**config.mk**
```make
export PLATFORM = sky130hd
export DESIGN_NAME = sync_fifo
export DESIGN_NICKNAME = d
export VERILOG_FILES = /design/src/hw/sync_fifo.sv
export SDC_FILE = /design/constraint.sdc
export NUM_CORES = 1
export LEC_CHECK = 0
export BUFFER_PORTS_ARGS = -buffer_cell sky130_fd_sc_hd__buf_2
export CORE_MARGIN = 1
export CORE_UTILIZATION = 55
export DETAILED_ROUTE_END_ITERATION = 6
export PLACE_DENSITY = 0.77
export SYNTH_ARGS = -nofsm -noshare
export SYNTH_HDL_FRONTEND = slang
export SYNTH_SLANG_ARGS = --single-unit
```
**constraint.sdc**
```tcl
create_clock -name ap_clk -period 5.45 [get_ports ap_clk]
set_input_delay 1.3625 -clock ap_clk [delete_from_list [all_inputs] [get_ports ap_clk]]
set_output_delay 1.3625 -clock ap_clk [all_outputs]
set_load 0.05 [all_outputs]
```
**src/hw/sync_fifo.sv**
```systemverilog
// Show-ahead synchronous FIFO
// Circular buffer with an occupancy count; the head entry is
// visible on dout_o while not empty. Payload type is a parameter

module sync_fifo #(
  parameter type payload_t   = logic [7:0],
  parameter int  DEPTH       = 16,
  parameter int  PROG_THRESH = 12
) (
  input  logic     ap_clk,
  input  logic     areset_control,
  input  logic     push_i,
  input  payload_t din_i,
  input  logic     pop_i,
  output payload_t dout_o,
  output logic     empty_o,
  output logic     full_o,
  output logic     prog_full_o
);

  localparam int PTR_W = (DEPTH > 1) ? $clog2(DEPTH) : 1;
  localparam int CNT_W = $clog2(DEPTH + 1);

  // --------------------------------------------------
  // Storage and pointers
  // --------------------------------------------------
  payload_t           mem_q [DEPTH];
  logic [PTR_W-1:0]   wr_ptr_q;
  logic [PTR_W-1:0]   rd_ptr_q;
  logic [CNT_W-1:0]   count_q;

  logic push_ok;
  logic pop_ok;

  // Illegal push or pop is dropped here
  assign push_ok = push_i & ~full_o;
  assign pop_ok  = pop_i & ~empty_o;

  // Status flags straight from the count
  assign empty_o     = (count_q == '0);
  assign full_o      = (count_q == CNT_W'(DEPTH));
  assign prog_full_o = (count_q >= CNT_W'(PROG_THRESH));

  // Head entry, show-ahead
  assign dout_o = mem_q[rd_ptr_q];

  always_ff @(posedge ap_clk) begin
    if (push_ok) begin
      mem_q[wr_ptr_q] <= din_i;
    end
  end

  // --------------------------------------------------
  // Pointer and count update
  // --------------------------------------------------
  always_ff @(posedge ap_clk) begin
    if (areset_control) begin
      wr_ptr_q <= '0;
      rd_ptr_q <= '0;
      count_q  <= '0;
    end else begin
      if (push_ok) begin
        // Wrap explicitly, DEPTH need not be a power of two
        wr_ptr_q <= (wr_ptr_q == PTR_W'(DEPTH - 1)) ? '0 : wr_ptr_q + 1'b1;
      end
      if (pop_ok) begin
        rd_ptr_q <= (rd_ptr_q == PTR_W'(DEPTH - 1)) ? '0 : rd_ptr_q + 1'b1;
      end
      // Simultaneous push and pop leave the count alone
      if (push_ok && !pop_ok) begin
        count_q <= count_q + 1'b1;
      end else if (pop_ok && !push_ok) begin
        count_q <= count_q - 1'b1;
      end
    end
  end

endmodule : sync_fifo

```
==> flow_metrics.py <==
metrics = {
    "setup_path": {
        "worst_r2r_endpoint": "count_q[4]",
        "rrSetupSlack_ns": 2.36,
        "path_cells": "buf_4, mux4_2, a22oi_1, nand2_1, buf_2",
        "reg2reg_depth": 10,
        "r2r_start": "count_q[0]",
        "cp-start-kind": "flip-flop",
        "critPathArrivalTime_ns": 2.89,
        "setup.worst_path.end": "dout_o[3]",
        "cpPeakStageDelay_ns": 0.94,
        "critical_path_class": "flip-flop to output port",
        "worstPathRequired_ns": 4.09,
        "worstPathMaxFanout": 26,
        "worstSetupEndpointType": "output port",
        "slowest_stage": "dfxtp_2",
    },
    "drt": {
        "drt_drc_violations_left": 0,
        "via_per_inst": 6.04,
        "drt.antenna.violating_nets": 0,
        "first_pass_iters": 4,
        "vias": 2995,
        "wl_um": 11500,
        "wire_per_inst_um": 23.2,
        "drtIter0Drc": 282,
    },
    "cells_and_area": {
        "drive_gt1_share_pct": 26.9,
        "multi_input_area_um2": 1500,
        "register_area_um2": 4190,
        "layout.nets": 370,
        "antenna_cells": 0,
        "most-common-layout-cells": "edfxtp_1, mux4_2, nor2_1, buf_2, clkbuf_16",
        "final_common_cell": "edfxtp_1",
        "fin_area_um2": 6630,
        "fill_cells": 692,
        "area_growth_pct": 14.8,
        "stdcell_count": 496,
        "fin_util_pct": 64.8,
    },
    "die": {
        "die_y_um": 104,
        "die_area_um2": 10900,
        "start_util_pct": 56.5,
        "rows": 37,
        "coreArea_um2": 10200,
        "die_x_um": 104,
        "io-pin-count": 23,
    },
    "global_routing": {
        "track_usage_pct": 23.9,
        "antenna_found_initial": 0,
        "grt_max_degree": 33,
        "overflow": 0,
        "grt_pass1_vias": 3109,
        "grt_pass1_wl_um": 18100,
    },
    "power": {
        "irDropWorstVdd_mv": 0.260,
        "p_leak_nw": 2.22,
        "powerDensity_nw_per_um2": 468,
    },
    "synthesis": {
        "synth_area_um2": 5780,
        "synth_cell_types": 38,
        "ys_seq_area_share_pct": 72.4,
        "syn_avg_cell_area_um2": 18.2,
        "ys_warn_count": 0,
        "synthesis.instances": 317,
        "ys_seq_elements": 145,
        "synth_nets": 340,
    },
    "placed_design": {
        "port_buffers": 22,
        "dp_hpwl_um": 7050,
        "place_area_um2": 6030,
        "placedCellCount": 464,
        "finalWeightedCongestion": 0.774,
    },
    "sta": {
        "final-hold-violation-count": 0,
        "fmax_ghz": 0.235,
        "fin_skew_ns": 0.00893,
        "finalSetupTns_ns": 0,
        "slew_headroom_pct": 28.5,
        "worst_hold_slack_ns": 0.528,
        "tightest_slew_ns": 1.07,
        "slew_viol_final": 0,
        "fin_crit_sh_pct": 78.1,
        "final.min_clock_period_ns": 4.26,
        "setup_viol": 0,
        "rsz0062_at_grt": "no",
    },
    "clock_tree": {
        "clock-root-buffer": "clkbuf_8",
        "clkTransAtPathRegs_ns": 0.06,
        "clockBufferDepth": 2,
        "clk_latency_ns": 0.52,
        "cts_resized": 0,
        "clkSinkCount": 145,
        "h-tree-depth": 4,
        "cts_tree": "done",
        "postCtsSetupRepairBufs": 0,
        "cts_inserted_buffers": 17,
        "hold_buffers": 0,
    },
    "min_path": {
        "hold_class": "flip-flop to flip-flop",
    },
    "status": {
        "outcome": "completed",
    },
    "run": {
        "drv_cap": 0,
    },
}
-- critical path: cells and delay by family, from the launching register on --
family,cells,cell delay [ns]
multiplexers,1,0.53
AO/OA/AOI/OAI,1,0.24
AND/OR/NAND/NOR,1,0.09
flip-flops,1,0.94
buffers and inverters,2,0.56
-- cell type report --
cell class / instances / share of cell area [%]
inverters: 9 / 0.509
multi-input cells: 148 / 22.6
repair buffers: 26 / 2.11
clock inverters: 8 / 0.868
flip-flops and latches: 145 / 63.1
clock buffers: 24 / 8.24
well taps: 136 / 2.57
-- layer usage --
metal,wire length (um),up-vias,track usage [%]
li1,-,1320,-
met1,4440,1547,30.1
met2,6000,114,39.4
met3,878,14,7.14
met4,208,0,8.67
met5,0,-,0
-- cell families after synthesis --
| kind of cell | synth area share [%] |
|---|---|
| flip-flops | 72.4 |
| AND/OR/NAND/NOR | 4.46 |
| AO/OA/AOI/OAI | 4.87 |
| multiplexers | 13.2 |
| buffers and inverters | 1.78 |
| adder cells (fa/ha/maj) | 2.51 |
| XOR/XNOR | 0.758 |
-- sequential cells by signal (all words and copies together), names as in the netlist, named ones only --
signal / cells
count_q: 5
mem_q: 128
rd_ptr_q: 4
wr_ptr_q: 4
-- through the flow --
| stage | total power [W] | worst slack, ns |
|---|---|---|
| floorplan | 0.00186 | 2.35 |
| global placement | 0.00198 | 1.74 |
| detailed placement | 0.00200 | 1.72 |
| CTS | 0.00313 | 1.10 |
| global route | 0.00323 | 0.966 |
| finish | 0.00311 | 1.19 |
-- cell usage after synthesis --
library cell / count / area share (%)
mux2_2: 1 / 0.19
buf_2: 4 / 0.35
o41ai_1: 1 / 0.15
mux2i_1: 3 / 0.52
nand2_1: 18 / 1.2
or3b_2: 1 / 0.15
a21oi_1: 8 / 0.69
and2_1: 1 / 0.11
nor2b_1: 2 / 0.22
o21ai_4: 2 / 0.56
a211oi_1: 1 / 0.13
o211ai_4: 1 / 0.37
fa_1: 1 / 0.35
clkbuf_1: 8 / 0.52
nand3_1: 2 / 0.17
inv_2: 1 / 0.065
nand3b_1: 1 / 0.13
xor2_1: 3 / 0.45
nand2b_1: 1 / 0.11
a31oi_1: 2 / 0.22
buf_6: 1 / 0.19
and3_1: 1 / 0.11
o21ai_1: 1 / 0.087
or4_1: 1 / 0.13
xnor2_1: 2 / 0.30
o311ai_1: 1 / 0.15
buf_1: 2 / 0.13
edfxtp_1: 128 / 67
o211ai_1: 1 / 0.13
inv_1: 8 / 0.52
dfxtp_1: 17 / 5.9
a311o_1: 1 / 0.17
ha_1: 10 / 2.2
a22oi_1: 16 / 2.1
o31ai_1: 1 / 0.13
nor2_1: 28 / 1.8
mux4_2: 32 / 12
nor3_1: 4 / 0.35
-- worst min-delay path by stage --
stage | startpoint | endpoint | cells after the start
finish | count_q[3] | count_q[3] | 2
global placement | rd_ptr_q[3] | rd_ptr_q[3] | 2
global route | count_q[3] | count_q[3] | 2
detailed placement | count_q[3] | count_q[3] | 2
floorplan | rd_ptr_q[0] | flip-flop | 2
CTS | count_q[3] | count_q[3] | 2
-- where the power goes --
group	switching (W)	leakage [nW]	internal (W)	total, W
registers	0.0000714	1.30	0.00126	0.00133
clock network	0.000436	0.302	0.000700	0.00114
logic	0.000380	0.625	0.000259	0.000639
total	0.000887	2.22	0.00222	0.00311
Note: power is estimated with default switching activity, not from simulation.
