$ cat src/hw/cu_mem_pkg.sv
// Compute unit memory front end shared definitions
// Word and tag widths, the request command encoding and
// the payload structs carried by the request and response FIFOs

package cu_mem_pkg;

  // --------------------------------------------------
  // Widths
  // --------------------------------------------------
  // One memory word
  localparam int DATA_W = 32;
  // One strobe bit per byte
  localparam int STRB_W = DATA_W / 8;
  // Word address and descriptor base, 1024 words
  localparam int ADDR_W = 10;
  // Request tag echoed back in the response
  localparam int TAG_W  = 8;

  // --------------------------------------------------
  // Command encoding
  // --------------------------------------------------
  typedef enum logic [0:0] {
    CMD_MEM_READ  = 1'b0,
    CMD_MEM_WRITE = 1'b1
  } mem_cmd_e;

  // --------------------------------------------------
  // Request FIFO payload
  // --------------------------------------------------
  // Address already mapped to a physical word address
  typedef struct packed {
    mem_cmd_e            cmd;
    logic [ADDR_W-1:0]   addr;
    logic [DATA_W-1:0]   wdata;
    // All zero for reads
    logic [STRB_W-1:0]   strb;
    logic [TAG_W-1:0]    tag;
  } mem_req_t;

  // --------------------------------------------------
  // Response FIFO payload
  // --------------------------------------------------
  // Read data is zero for a write response
  typedef struct packed {
    mem_cmd_e            cmd;
    logic [TAG_W-1:0]    tag;
    logic [DATA_W-1:0]   rdata;
  } mem_rsp_t;

endpackage : cu_mem_pkg

$ cat src/hw/cmd_issuer.sv
// Command issuer
// Pops memory requests from the request FIFO, runs one APB
// transfer per request and pushes the result into the
// response FIFO

module cmd_issuer (
  input  logic                          ap_clk,
  input  logic                          areset_control,
  input  logic                          desc_valid_i,
  input  logic                          req_empty_i,
  input  cu_mem_pkg::mem_req_t          req_i,
  input  logic                          rsp_prog_full_i,
  input  logic                          pready_i,
  input  logic [cu_mem_pkg::DATA_W-1:0] prdata_i,
  output logic                          req_pop_o,
  output logic                          rsp_push_o,
  output cu_mem_pkg::mem_rsp_t          rsp_o,
  output logic                          idle_o,
  output logic                          psel_o,
  output logic                          penable_o,
  output logic                          pwrite_o,
  output logic [cu_mem_pkg::ADDR_W-1:0] paddr_o,
  output logic [cu_mem_pkg::DATA_W-1:0] pwdata_o,
  output logic [cu_mem_pkg::STRB_W-1:0] pstrb_o
);

  typedef enum logic [1:0] {
    ST_IDLE,
    ST_SETUP,
    ST_ACCESS
  } state_e;

  state_e state_q;
  state_e state_next;
  logic   start;
  logic   done_xfer;
  logic   is_write;

  // --------------------------------------------------
  // Issue conditions
  // --------------------------------------------------
  // Needs a base, a request and room for the result
  assign start     = desc_valid_i & ~req_empty_i & ~rsp_prog_full_i;
  assign done_xfer = (state_q == ST_ACCESS) & pready_i;
  assign is_write  = (req_i.cmd == cu_mem_pkg::CMD_MEM_WRITE);

  // --------------------------------------------------
  // State machine
  // --------------------------------------------------
  always_ff @(posedge ap_clk) begin
    if (areset_control) begin
      state_q <= ST_IDLE;
    end else begin
      state_q <= state_next;
    end
  end

  always_comb begin
    state_next = state_q;
    case (state_q)
      ST_IDLE: begin
        if (start) begin
          state_next = ST_SETUP;
        end
      end
      // Exactly one setup cycle
      ST_SETUP: begin
        state_next = ST_ACCESS;
      end
      // Stay until the slave is ready, then one idle cycle
      ST_ACCESS: begin
        if (pready_i) begin
          state_next = ST_IDLE;
        end
      end
      default: begin
        state_next = ST_IDLE;
      end
    endcase
  end

  assign idle_o = (state_q == ST_IDLE);

  // --------------------------------------------------
  // APB drive
  // --------------------------------------------------
  // FIFO head is not popped until pready, so the
  // address and control hold for the whole transfer
  assign psel_o    = (state_q != ST_IDLE);
  assign penable_o = (state_q == ST_ACCESS);
  assign pwrite_o  = is_write;
  assign paddr_o   = req_i.addr;
  assign pwdata_o  = req_i.wdata;
  assign pstrb_o   = req_i.strb;

  // --------------------------------------------------
  // Completion
  // --------------------------------------------------
  // Pop and push together on the last access cycle
  assign req_pop_o  = done_xfer;
  assign rsp_push_o = done_xfer;

  always_comb begin
    rsp_o.cmd   = req_i.cmd;
    rsp_o.tag   = req_i.tag;
    // Writes report zero data
    rsp_o.rdata = is_write ? '0 : prdata_i;
  end

endmodule : cmd_issuer

$ cat config.mk
export PLATFORM = sky130hd
export DESIGN_NAME = cmd_issuer
export DESIGN_NICKNAME = d
export VERILOG_FILES = /design/src/hw/cu_mem_pkg.sv /design/src/hw/cmd_issuer.sv
export SDC_FILE = /design/constraint.sdc
export NUM_CORES = 1
export LEC_CHECK = 0
export BUFFER_PORTS_ARGS = -buffer_cell sky130_fd_sc_hd__buf_2
export CAP_MARGIN = 20
export CORE_AREA = 5 5 69 71
export DETAILED_ROUTE_END_ITERATION = 8
export DIE_AREA = 0 0 74 76
export GPL_TIMING_DRIVEN = 0
export MAX_ROUTING_LAYER = met4
export PLACE_DENSITY_LB_ADDON = 0.15
export SLEW_MARGIN = 40
export SYNTH_ARGS = -nofsm -noshare
export SYNTH_HDL_FRONTEND = slang
export SYNTH_SLANG_ARGS = --single-unit
export TNS_END_PERCENT = 30
$ cat constraint.sdc
create_clock -name ap_clk -period 1.1 [get_ports ap_clk]
set_input_delay 0.055 -clock ap_clk [delete_from_list [all_inputs] [get_ports ap_clk]]
set_output_delay 0.055 -clock ap_clk [all_outputs]
set_load 0.02 [all_outputs]
==> results.json <==
{
  "run_status": "finished, final reports clean",
  "viasPerCell": 3.439,
  "netlist_instances": 103,
  "crit_path_end_kind": "primary output",
  "rows": 24,
  "stdcell_area_mm2": 0.001524,
  "slew_viol_final": 0,
  "maxSlewHeadroom": 0.8879,
  "p_leak_nw": 0.9774,
  "timing.fmax_mhz": 965.2,
  "netlist.area_leader.share": 0.5738,
  "synthTopCellsByArea": "buf_4, nor2b_1, dfxtp_1",
  "fin_skew_ns": 0.002104,
  "cp_max_fo": 3,
  "yosys_warnings": 0,
  "regMostFlops": "state_q",
  "fin_util": 0.3651,
  "drtPass1Iterations": 2,
  "rsz0062_at_grt": "no",
  "grtUsageTotal": 0.1056,
  "n_antenna_cell": 0,
  "cts_tree": "built",
  "synth_compound_area_frac": 0.01007,
  "seq_area_frac_synth": 0.05369,
  "path_cells": "nor2b_4, and2_4, buf_2",
  "min_path_type": "in -> reg",
  "finalSetupViolCount": 0,
  "setup_tns_ns": 0,
  "cts_buffer_depth": 2,
  "synth_xor_area_frac": 0,
  "synth-simple-area-share": 0.3372,
  "worstMarginPinSlew_ns": 0.1668,
  "maxCapViolCount": 0,
  "synthMuxAreaShare": 0,
  "n_fill_cell": 455,
  "start_kind": "flip-flop",
  "clk_pin_slew_ns": 0.03,
  "htree_levels": 1,
  "dpl.cell_count": 286,
  "power_density_mw_per_mm2": 685.7,
  "syn_area_per_cell_um2": 7.240,
  "gp_congestion": 0.7331,
  "yosysTopAreaCell": "buf_4",
  "cts_root_buf": "clkbuf_8",
  "largest_registers": "state_q x2",
  "port_buffers": 131,
  "chipWidth_um": 74,
  "critPathBufInv": 1,
  "core_mm2": 0.004174,
  "cp_top_family": "flip-flops",
  "vias": 994,
  "synth_area_um2": 745.7,
  "antenna_found_initial": 0,
  "worstPathRequired_ns": 1.04,
  "drive_gt1_frac": 0.8481,
  "cts.sinks": 2,
  "wl_per_cell_um": 11.49,
  "path_class": "reg -> out",
  "cpPeakStageDelay_ns": 0.31,
  "synth_top_family_by_area": "buffers and inverters",
  "ys_ff_latch": 2,
  "cts_buffers": 3,
  "grt_pass1_vias": 990,
  "slowest_stage": "dfxtp_2",
  "layout.nets": 332,
  "min_period_ns": 1.036,
  "final_hold_viol_count": 0,
  "stdcell_count": 289,
  "wl_mm": 3.321,
  "dp_hpwl_mm": 3.114,
  "yosysUniqueCellTypes": 13,
  "die_y_um": 76,
  "drtAntennaViolNets": 0,
  "grt_overflow": 0,
  "critPathArrivalTime_ns": 0.98,
  "io_pins": 186,
  "synth_fa_ha_area_frac": 0,
  "drc_errors": 0,
  "vdd_drop_max_uv": 643.3,
  "syn_nets": 196,
  "start_util": 0.1787,
  "grt_max_degree": 11,
  "cts_hold_buffers": 0,
  "area_growth_pct": 104.4,
  "clk_latency_ns": 0.21,
  "period_share": 0.9418,
  "largest_register_ffs": 2,
  "dpl_cell_area_mm2": 0.001473,
  "drtIter0Drc": 9,
  "grt_pass1_wl_mm": 4.685,
  "dieArea_mm2": 0.005624
}
final timing paths:
kind,slack [ns],from,endpoint,cells past startpoint
hold / removal,0.006,rsp_prog_full_i,state_q[0],2
hold reg to reg,0.54,state_q[0],state_q[0],3
setup / recovery,0.06,state_q[1],req_pop_o,3
setup reg to reg,0.24,state_q[1],state_q[0],4
cells in the mapped netlist:
library cell	count
buf_4	57
nor3b_1	1
a21o_1	1
inv_2	1
nand2b_1	1
and2_1	1
nor2b_1	32
nor2b_2	1
nor2_1	1
buf_2	3
nor2_2	1
nor4_2	1
dfxtp_1	2
layout by cell type, fill, tap and decap left out:
cell type / count
nor2_2: 1
nor2b_4: 1
a21o_1: 1
inv_2: 1
dfxtp_2: 2
buf_6: 1
nor2_1: 1
nor4_2: 1
nor3b_1: 1
nor2b_1: 32
and2_4: 1
nand2b_1: 1
clkbuf_8: 3
buf_4: 57
buf_2: 133
routing by layer:
metal  GRT usage  vias to the layer above  wire [um]
met5           -                        -          0
met2      0.2074                       92       1782
met1      0.1020                      380       1042
met4     0.01087                        0          9
li1            -                      520          -
met3     0.02902                        2        487
kinds of logic after synthesis:
group | Yosys count
simple gates | 39
compound gates | 1
buf+inv | 61
flops | 2
timing repair:
| item | CTS | global route |
|---|---|---|
| gates cloned | 0 | 0 |
| resized for setup | 5 | 0 |
| pin swaps | 0 | 1 |
| buffers inserted | 1 | 0 |
| setup endpoints to repair | 2 | 1 |
worst register-to-register path, cell delays in order, from the launching register on:
cell	delay, ns
dfxtp_2	0.30
buf_4	0.13
nor2_2	0.11
inv_2	0.05
nor4_2	0.18
final cells by class:
class                   count  area, um^2  area share
plain buffers              59       435.4      0.2857
clock buffers               3       41.29     0.02709
inverters                   1       3.754    0.002463
multi-input cells          40       266.5      0.1749
flip-flops and latches      2       42.54     0.02791
well taps                  52       65.06     0.04269
repair buffers            132       669.4      0.4392
per-stage QoR:
stage | hold WS [ns] | setup slack, ns | total power [W]
3_5_place_dp | 0.2296 | 0.1236 | 0.0007703
3_3_place_gp | 0.2285 | 0.1217 | 0.0007693
6_report | 0.005765 | 0.06399 | 0.001045
2_1_floorplan | 0.1260 | 0.08652 | 0.0005326
4_1_cts | 0.002312 | 0.006003 | 0.001068
5_1_grt | 0.01167 | 0.02761 | 0.001119
power by group:
group          internal (W)  total [W]  switching (W)  leakage, nW
clock              0.000231   0.000284      0.0000534       0.0216
combinational      0.000325   0.000683       0.000359        0.939
sequential        0.0000755  0.0000772     0.00000176       0.0172
total              0.000631    0.00104       0.000414        0.977
Power figures use the tool's default switching activity.
