==> config.mk <==
export PLATFORM = sky130hd
export DESIGN_NAME = request_mapper
export DESIGN_NICKNAME = d
export VERILOG_FILES = /design/src/hw/cu_mem_pkg.sv /design/src/hw/request_mapper.sv
export SDC_FILE = /design/constraint.sdc
export NUM_CORES = 1
export LEC_CHECK = 0
export ABC_AREA = 0
export BUFFER_PORTS_ARGS = -buffer_cell sky130_fd_sc_hd__buf_4
export CAP_MARGIN = 0
export CORE_ASPECT_RATIO = 0.8
export CORE_MARGIN = 1.5
export CORE_UTILIZATION = 45
export CTS_CLUSTER_DIAMETER = 150
export DETAILED_ROUTE_END_ITERATION = 12
export HOLD_SLACK_MARGIN = 0.12
export PLACE_DENSITY = 0.8
export SYNTH_ARGS = -nofsm -noshare
export SYNTH_HDL_FRONTEND = slang
export SYNTH_SLANG_ARGS = --single-unit
==> constraint.sdc <==
create_clock -name ap_clk -period 4.4 [get_ports ap_clk]
set_input_delay 0.44 -clock ap_clk [delete_from_list [all_inputs] [get_ports ap_clk]]
set_output_delay 0.44 -clock ap_clk [all_outputs]
set_load 0.05 [all_outputs]
==> src/hw/cu_mem_pkg.sv <==
// Compute unit memory front end shared definitions
// Word and tag widths, the request command encoding and
// the payload structs carried by the request and response FIFOs

package cu_mem_pkg;

  // --------------------------------------------------
  // Widths
  // --------------------------------------------------
  // One memory word
  localparam int DATA_W = 32;
  // One strobe bit per byte
  localparam int STRB_W = DATA_W / 8;
  // Word address and descriptor base, 1024 words
  localparam int ADDR_W = 10;
  // Request tag echoed back in the response
  localparam int TAG_W  = 8;

  // --------------------------------------------------
  // Command encoding
  // --------------------------------------------------
  typedef enum logic [0:0] {
    CMD_MEM_READ  = 1'b0,
    CMD_MEM_WRITE = 1'b1
  } mem_cmd_e;

  // --------------------------------------------------
  // Request FIFO payload
  // --------------------------------------------------
  // Address already mapped to a physical word address
  typedef struct packed {
    mem_cmd_e            cmd;
    logic [ADDR_W-1:0]   addr;
    logic [DATA_W-1:0]   wdata;
    // All zero for reads
    logic [STRB_W-1:0]   strb;
    logic [TAG_W-1:0]    tag;
  } mem_req_t;

  // --------------------------------------------------
  // Response FIFO payload
  // --------------------------------------------------
  // Read data is zero for a write response
  typedef struct packed {
    mem_cmd_e            cmd;
    logic [TAG_W-1:0]    tag;
    logic [DATA_W-1:0]   rdata;
  } mem_rsp_t;

endpackage : cu_mem_pkg

==> src/hw/request_mapper.sv <==
// Request mapper
// Holds the kernel descriptor base and turns each accepted
// compute unit request into a physical-address memory request

module request_mapper (
  input  logic                          ap_clk,
  input  logic                          areset_control,
  input  logic                          desc_valid_i,
  input  logic [cu_mem_pkg::ADDR_W-1:0] desc_base_i,
  input  logic                          req_valid_i,
  input  cu_mem_pkg::mem_cmd_e          req_cmd_i,
  input  logic [cu_mem_pkg::ADDR_W-1:0] req_index_i,
  input  logic [cu_mem_pkg::DATA_W-1:0] req_wdata_i,
  input  logic [cu_mem_pkg::STRB_W-1:0] req_strb_i,
  input  logic [cu_mem_pkg::TAG_W-1:0]  req_tag_i,
  input  logic                          fifo_full_i,
  output logic                          req_ready_o,
  output logic                          push_o,
  output cu_mem_pkg::mem_req_t          req_o,
  output logic                          desc_valid_o
);

  logic                          desc_valid_q;
  logic [cu_mem_pkg::ADDR_W-1:0] desc_base_q;
  logic                          accept;
  logic                          push_q;
  cu_mem_pkg::mem_req_t          req_next;
  cu_mem_pkg::mem_req_t          req_q;

  // --------------------------------------------------
  // Descriptor register
  // --------------------------------------------------
  // Base stays until the next load pulse
  always_ff @(posedge ap_clk) begin
    if (areset_control) begin
      desc_valid_q <= 1'b0;
      desc_base_q  <= '0;
    end else if (desc_valid_i) begin
      desc_valid_q <= 1'b1;
      desc_base_q  <= desc_base_i;
    end
  end

  assign desc_valid_o = desc_valid_q;

  // --------------------------------------------------
  // Accept and map
  // --------------------------------------------------
  assign req_ready_o = ~fifo_full_i;
  assign accept      = req_valid_i & req_ready_o;

  always_comb begin
    req_next.cmd   = req_cmd_i;
    // Sum wraps modulo the memory depth
    req_next.addr  = desc_base_q + req_index_i;
    req_next.wdata = req_wdata_i;
    // Reads never carry strobes
    req_next.strb  = (req_cmd_i == cu_mem_pkg::CMD_MEM_WRITE) ? req_strb_i : '0;
    req_next.tag   = req_tag_i;
  end

  // Held while the FIFO is full, ready is low meanwhile
  always_ff @(posedge ap_clk) begin
    if (areset_control) begin
      push_q <= 1'b0;
    end else begin
      push_q <= accept | (push_q & fifo_full_i);
    end
  end

  always_ff @(posedge ap_clk) begin
    if (accept) begin
      req_q <= req_next;
    end
  end

  assign push_o = push_q;
  assign req_o  = req_q;

endmodule : request_mapper

==> insert_results.sql, run 1 <==
INSERT INTO impl_metrics (metric_group, metric, value, unit) VALUES
('outcome', 'outcome', 'completed', ''),
('drt', 'finalWirelength', '5.40', 'mm'),
('grt', 'largest_net_degree_at_the_start_of_global_routing', '57', ''),
('place', 'io_buffer_count', '127', ''),
('grt', 'grt_antenna_before_repair', '0', ''),
('timing', 'post-route-period-util', '42.4', '%'),
('layout', 'antennaDiodeCount', '0', ''),
('drt', 'routed_via_density', '4.88', ''),
('drt', 'wl_per_cell', '15.3', 'µm'),
('yosys', 'synth_commonest_cells', 'sky130_fd_sc_hd__edfxtp_1 (55), sky130_fd_sc_hd__nor2_1 (17), sky130_fd_sc_hd__dfxtp_1 (12)', ''),
('grt', 'track_usage', '19.0', '%'),
('power', 'p_int', '1.16', 'mW'),
('timing', 'timing.max_slew.rel_slack', '55.1', '%'),
('yosys', 'yosys_warnings', '0', ''),
('cts', 'clock_tree_from_tritoncts', 'yes', ''),
('power', 'clock_network_fraction_of_total_power', '33.8', '%'),
('setup_path', 'critPathLaunchType', 'flop', ''),
('floorplanning', 'floorplan.initialDensity', '48.0', '%'),
('cts', 'ctsHtreeMaxLevel', '3', ''),
('setup_path', 'worstPathBufferInverterCount', '1', ''),
('yosys', 'synth_simple_gate_area_share', '5.66', '%'),
('cts', 'cts_made_buffers', '9', ''),
('drt', 'num_vias', '1721', ''),
('layout', 'finish.net_count', '367', ''),
('setup_path', 'startpoint', 'desc_base_q[0]', ''),
('floorplanning', 'floorplan.rows', '23', ''),
('timing', 'finalSetupTns', '0', 'ns'),
('yosys', 'synth_seq_cells', '67', ''),
('floorplanning', 'placeable_core_area', '5150', 'µm²'),
('drt', 'drc', '0', ''),
('yosys', 'netlist_instances', '150', ''),
('floorplanning', 'die_w', '85.9', 'µm'),
('setup_path', 'cp_data_arrival_time', '1.95', 'ns'),
('power', 'p_per_area', '428', 'nW/µm²'),
('yosys', 'synth_mux_area_share', '4.04', '%'),
('yosys', 'post-synth-top-area-fraction', '66.7', '%'),
('setup_path', 'crit_family', 'adder cells', ''),
('floorplanning', 'die-height', '69.3', 'µm'),
('layout', 'nFillCells', '369', ''),
('cts', 'cells_resized_by_post_cts_repair', '0', ''),
('yosys', 'synth.top_cells.by_area', 'sky130_fd_sc_hd__edfxtp_1 (67%), sky130_fd_sc_hd__dfxtp_1 (9.7%), sky130_fd_sc_hd__ha_1 (4.6%)', ''),
('setup_path', 'crit-reg2reg-launch', 'desc_base_q[0]', ''),
('timing', 'fin_worst_skew', '0.00620', 'ns'),
('yosys', 'ys_types', '23', ''),
('grt', 'global_route.overflow_total', '0', ''),
('power', 'combPwrFrac', '19.2', '%'),
('yosys', 'async_flop_share', '0', '%'),
('yosys', 'synth_xor_xnor_area_share', '3.19', '%'),
('timing', 'layout_min_cycle_time', '1.86', 'ns'),
('timing', 'finalHoldViolations', '0', ''),
('cts', 'cts.root.buffer_cell', 'sky130_fd_sc_hd__clkbuf_8', ''),
('power', 'power_switching_share', '26.9', '%'),
('setup_path', 'worst_path_slowest_cell', 'sky130_fd_sc_hd__fa_1', ''),
('cts', 'cts.clk_slew.worst_paths', '0.07', 'ns'),
('power', 'power.switching', '429', 'µW'),
('cts', 'cts_hold_buf', '0', ''),
('timing', 'setup-violations-final', '0', ''),
('yosys', 'syn-cell-area', '2470', 'µm²'),
('setup_path', 'reg2reg_depth', '7', ''),
('setup_path', 'timing.critical_path.slowest_cell_delay', '0.40', 'ns'),
('setup_path', 'endpoint_kind', 'flop', ''),
('setup_path', 'critical_path_peak_fanout', '2', ''),
('layout', 'post_layout_nonfiller_instances', '353', ''),
('hold_path', 'hold_path_class', 'input port to flop', ''),
('timing', 'rsz0062_at_grt', 'no', ''),
('drt', 'antenna_violating_nets_post_route', '0', ''),
('setup_path', 'timing.reg2reg.setup_slack', '2.54', 'ns'),
('place', 'numPlacedInstances', '338', ''),
('yosys', 'synth_fp_nets', '230', ''),
('timing', 'fmax', '536', 'MHz'),
('yosys', 'largest_area_contributor_in_the_synthesized_netlist', 'sky130_fd_sc_hd__edfxtp_1', '');
## placed cells by master (no fill, tap or decap), types with 2 or more instances in the layout
master / n
sky130_fd_sc_hd__and2_1: 5
sky130_fd_sc_hd__bufinv_16: 2
sky130_fd_sc_hd__inv_1: 7
sky130_fd_sc_hd__a31oi_1: 2
sky130_fd_sc_hd__ha_1: 9
sky130_fd_sc_hd__nand3_1: 5
sky130_fd_sc_hd__xnor2_1: 7
sky130_fd_sc_hd__a21o_1: 2
sky130_fd_sc_hd__xor2_1: 2
sky130_fd_sc_hd__clkbuf_8: 9
sky130_fd_sc_hd__buf_4: 128
sky130_fd_sc_hd__nand2_1: 2
sky130_fd_sc_hd__o211ai_1: 2
sky130_fd_sc_hd__nor2_1: 17
sky130_fd_sc_hd__clkinvlp_4: 3
sky130_fd_sc_hd__dfxtp_1: 12
sky130_fd_sc_hd__edfxtp_1: 55
sky130_fd_sc_hd__a21oi_1: 5
sky130_fd_sc_hd__mux2i_1: 10
## power by group through the flow
stage / registers (mW) / logic [mW] / clock network [mW]
after global routing: 0.753 / 0.322 / 0.583
after detailed placement: 0.763 / 0.307 / 0
after CTS: 0.750 / 0.308 / 0.554
final: 0.749 / 0.306 / 0.539
after floorplan: 0.890 / 0.0623 / 0
after global placement: 0.762 / 0.302 / 0
## kinds of logic after synthesis
| group | Yosys count |
|---|---|
| buf+inv | 9 |
| mux | 10 |
| xor+xnor | 9 |
| simple gates | 31 |
| compound gates | 14 |
| fa+ha+maj | 10 |
| flops | 67 |
## registers in the layout, indices dropped and copies added (netlist names), named ones only
signal        cells
desc_valid_o      1
req_o            55
desc_base_q      10
## worst paths after layout
kind | endpoint
setup / recovery | req_o[52]
hold / removal | req_o[1]
setup reg to reg | req_o[52]
hold reg to reg | desc_valid_o
## area by class of cell
| cell class | instances | area (µm²) | share of cell area (%) |
|---|---|---|---|
| Tap cell | 62 | 77.6 | 2.08 |
| Clock buffer | 9 | 124 | 3.32 |
| Sequential cell | 67 | 1890 | 50.8 |
| Timing Repair Buffer | 128 | 961 | 25.8 |
| Clock inverter | 6 | 91.3 | 2.45 |
| Multi-Input combinational cell | 74 | 556 | 14.9 |
| Inverter | 7 | 26.3 | 0.705 |
## routing by layer
metal | up-vias | GRT usage [%] | routed length (µm)
li1 | 822 | - | -
met1 | 792 | 21.2 | 2080
met2 | 96 | 32.2 | 2690
met3 | 11 | 8.21 | 523
met4 | 0 | 6.81 | 103
met5 | - | 0 | 0
## metrics by stage
step	power [mW]	setup slack (ns)	hold slack, ns	cell area (µm²)	util, %
floorplan	0.953	0.986	0.465	2470	-
CTS	1.61	2.53	0.255	3730	72.4
detailed placement	1.07	2.36	0.470	3510	68.2
global placement	1.06	2.42	0.454	3510	68.2
finish	1.59	2.54	0.276	3730	72.4
global route	1.66	2.41	0.246	3730	72.4
(Power assumes the default switching activity.)
==> run 2, diff against run 1 <==
--- a/config.mk
+++ b/config.mk
@@ -10,11 +10,11 @@
 export CAP_MARGIN = 0
 export CORE_ASPECT_RATIO = 0.8
 export CORE_MARGIN = 1.5
-export CORE_UTILIZATION = 45
+export CORE_UTILIZATION = 40
 export CTS_CLUSTER_DIAMETER = 150
 export DETAILED_ROUTE_END_ITERATION = 12
 export HOLD_SLACK_MARGIN = 0.12
-export PLACE_DENSITY = 0.8
+export PLACE_DENSITY = 0.75
 export SYNTH_ARGS = -nofsm -noshare
 export SYNTH_HDL_FRONTEND = slang
 export SYNTH_SLANG_ARGS = --single-unit
==> constraint.sdc (replaced) <==
create_clock -name ap_clk -period 1.64 [get_ports ap_clk]
set_input_delay 0.164 -clock ap_clk [delete_from_list [all_inputs] [get_ports ap_clk]]
set_output_delay 0.164 -clock ap_clk [all_outputs]
set_load 0.05 [all_outputs]
==> run 2 against run 1 <==
  * The run now ends with negative setup slack left
  * Sequential share of layout area shrank 9.3 points
  * Power grew to 2.8 times the previous value
  * Flip-flop and latch count is the same
  * Non-clock buffer count up 75
  * Clock skew decreased by 0.0027 ns
  * Critical path depth stayed put
  * Highest routed layer unchanged
==> insert_results.sql, run 2 (synthesis gave the netlist of run 1 again) <==
INSERT INTO impl_metrics (metric_group, metric, value, unit) VALUES
('outcome', 'outcome', 'finished, violations left', ''),
('outcome', 'failed_checks', 'negative setup slack', ''),
('power', 'total_leakage_power', '1.98', 'nW'),
('drt', 'finalWirelength', '7.55', 'mm'),
('place', 'numPlacedInstances', '363', ''),
('timing', 'tightest_slew', '0.409', 'ns'),
('grt', 'largest_net_degree_at_the_start_of_global_routing', '33', ''),
('setup_path', 'timing.critical_path.slowest_cell_delay', '0.37', 'ns'),
('layout', 'finalInstanceArea', '4570', 'µm²'),
('layout', 'largest_register_ffs', '55', ''),
('setup_path', 'endpoint_kind', 'flop', ''),
('layout', 'nFillCells', '360', ''),
('setup_path', 'worstPathBufferInverterCount', '1', ''),
('timing', 'fin_worst_skew', '0.00348', 'ns'),
('timing', 'rsz0062_at_grt', 'yes', ''),
('floorplanning', 'floorplan.rows', '25', ''),
('cts', 'cts.clk_slew.worst_paths', '0.07', 'ns'),
('drt', 'wl_per_cell', '16.8', 'µm'),
('cts', 'cts_max_path_buffers', '2', ''),
('floorplanning', 'die-height', '73.4', 'µm'),
('hold_path', 'hold_path_class', 'input port to flop', ''),
('timing', 'timing_max_transition_violations_final', '0', ''),
('drt', 'drc', '0', ''),
('floorplanning', 'placeable_core_area', '5940', 'µm²'),
('timing', 'layout_min_cycle_time', '1.67', 'ns'),
('layout', 'layout_commonest_cell', 'sky130_fd_sc_hd__buf_4', ''),
('setup_path', 'critical_path_required', '1.72', 'ns'),
('layout', 'layout.area.seq', '1900', 'µm²'),
('floorplanning', 'die_w', '90.9', 'µm'),
('layout', 'multiInputGateArea', '639', 'µm²'),
('place', 'io_buffer_count', '127', ''),
('drt', 'antenna_violating_nets_post_route', '0', ''),
('timing', 'layout_setup_ws', '-0.0266', 'ns'),
('cts', 'cts_made_buffers', '9', ''),
('timing', 'post-route-period-util', '102', '%'),
('cts', 'cts.sinks', '67', ''),
('layout', 'final_cell_mix', 'sky130_fd_sc_hd__buf_4 (136), sky130_fd_sc_hd__dlygate4sd3_1 (67), sky130_fd_sc_hd__edfxtp_1 (55), sky130_fd_sc_hd__nor2_1 (17), sky130_fd_sc_hd__dfxtp_1 (11)', ''),
('setup_path', 'worst_path_slowest_cell', 'sky130_fd_sc_hd__dfxtp_4', ''),
('place', 'post_dp_cell_area', '3590', 'µm²'),
('drt', 'initialDrtViolationCount', '76', ''),
('layout', 'post_layout_nonfiller_instances', '449', ''),
('drt', 'detailedRoute.firstPassIterationCount', '4', ''),
('cts', 'cts.root.buffer_cell', 'sky130_fd_sc_hd__clkbuf_8', ''),
('layout', 'layout-drive-gt1-share', '45.0', '%'),
('flow_run', 'max_cap_viol_count', '0', ''),
('grt', 'via_count_of_the_first_global_routing_pass', '2077', ''),
('setup_path', 'crit_path_cell_trace', 'ha_4, inv_2, fa_2, nand2b_4, a21oi_4, a221oi_2, xnor2_1', ''),
('timing', 'timing.max_slew.rel_slack', '72.7', '%'),
('cts', 'ctsHtreeMaxLevel', '3', ''),
('timing', 'fmax', '600', 'MHz'),
('setup_path', 'cp_data_arrival_time', '1.75', 'ns'),
('layout', 'finish.net_count', '442', ''),
('floorplanning', 'die_area', '6670', 'µm²'),
('place', 'half_perimeter_wire_length_after_detailed_placement', '4.20', 'mm'),
('cts', 'clock_tree_from_tritoncts', 'yes', ''),
('grt', 'global_route.overflow_total', '0', ''),
('setup_path', 'crit_family', 'adder cells', ''),
('power', 'irDropWorstVdd', '0.582', 'mV'),
('timing', 'finalHoldViolations', '0', ''),
('grt', 'grt_first_pass_wirelength', '10.9', 'mm'),
('power', 'p_per_area', '991', 'nW/µm²'),
('setup_path', 'critPathLaunchType', 'flop', ''),
('grt', 'grt_antenna_before_repair', '1', ''),
('setup_path', 'critical_path_peak_fanout', '2', ''),
('drt', 'num_vias', '2055', ''),
('setup_path', 'crit_type', 'flop to flop', ''),
('place', 'placer_s_final_routability_congestion_estimate', '0.713', ''),
('floorplanning', 'ios', '128', ''),
('drt', 'routed_via_density', '4.58', ''),
('floorplanning', 'floorplan.initialDensity', '41.6', '%'),
('grt', 'track_usage', '22.9', '%'),
('cts', 'worstSkewPairLatency', '0.33', 'ns'),
('layout', 'syn2layout_area_growth', '84.8', '%'),
('timing', 'setup-violations-final', '2', '');
==> run 2: final cells by class <==
type	instances	area share (%)
clock inverters	6	1.97
well taps	81	2.22
repair buffers	203	37.0
clock buffers	10	2.79
diodes	1	0.0547
multi-input cells	74	14.0
flip-flops and latches	67	41.4
inverters	7	0.574
==> run 2: repair_timing <==
item | 4_1_cts | 5_1_grt
endpoints found under the hold margin | 58 | 0
setup buffers | 0 | 2
endpoints found under the setup margin | 1 | 4
pin swaps | 3 | 7
gates resized for setup | 4 | 8
hold buffers | 67 | 0
==> run 2: worst paths after layout <==
path         depth (start not counted)            to      startpoint  slack, ns
max                                  7     req_o[52]  desc_base_q[0]      -0.03
min reg2reg                          2  desc_valid_o    desc_valid_o       0.48
min                                  3  desc_valid_o    desc_valid_i       0.21
max reg2reg                          7     req_o[52]  desc_base_q[0]      -0.03
==> run 2: where the power goes <==
group	switching [mW]	leakage [nW]	internal (mW)
Clock	0.634	0.106	0.859
Sequential	0.0493	0.613	1.97
Combinational	0.578	1.26	0.442
Total	1.26	1.98	3.27
==> run 2: worst min-delay path, cell delays in order <==
cell	delay [ns]
sky130_fd_sc_hd__buf_4	0.18
sky130_fd_sc_hd__nor2_1	0.11
sky130_fd_sc_hd__nor2_1	0.04
==> run 2: per-layer routing <==
layer  vias to the layer above  global-route usage, %  wire length [µm]
met4                         0                   9.03               195
met2                        91                   38.7              3780
li1                        974                      -                 -
met5                         -                      0                 0
met3                        17                   8.70               494
met1                       973                   26.6              3080
==> run 2: metrics by stage <==
| stage | worst slack, ns | total power [mW] | util, % | hold WS (ns) | TNS [ns] |
|---|---|---|---|---|---|
| finish | -0.0266 | 4.53 | 77.0 | 0.208 | -0.0347 |
| detailed placement | -0.0131 | 2.89 | 60.5 | 0.343 | -0.0131 |
| floorplan | 0.0310 | 2.56 | - | 0.236 | 0 |
| CTS | 0.00557 | 4.50 | 75.8 | 0.195 | 0 |
| global route | -0.0816 | 4.69 | 77.0 | 0.207 | -0.229 |
| global placement | 0.00999 | 2.88 | 60.5 | 0.342 | 0 |
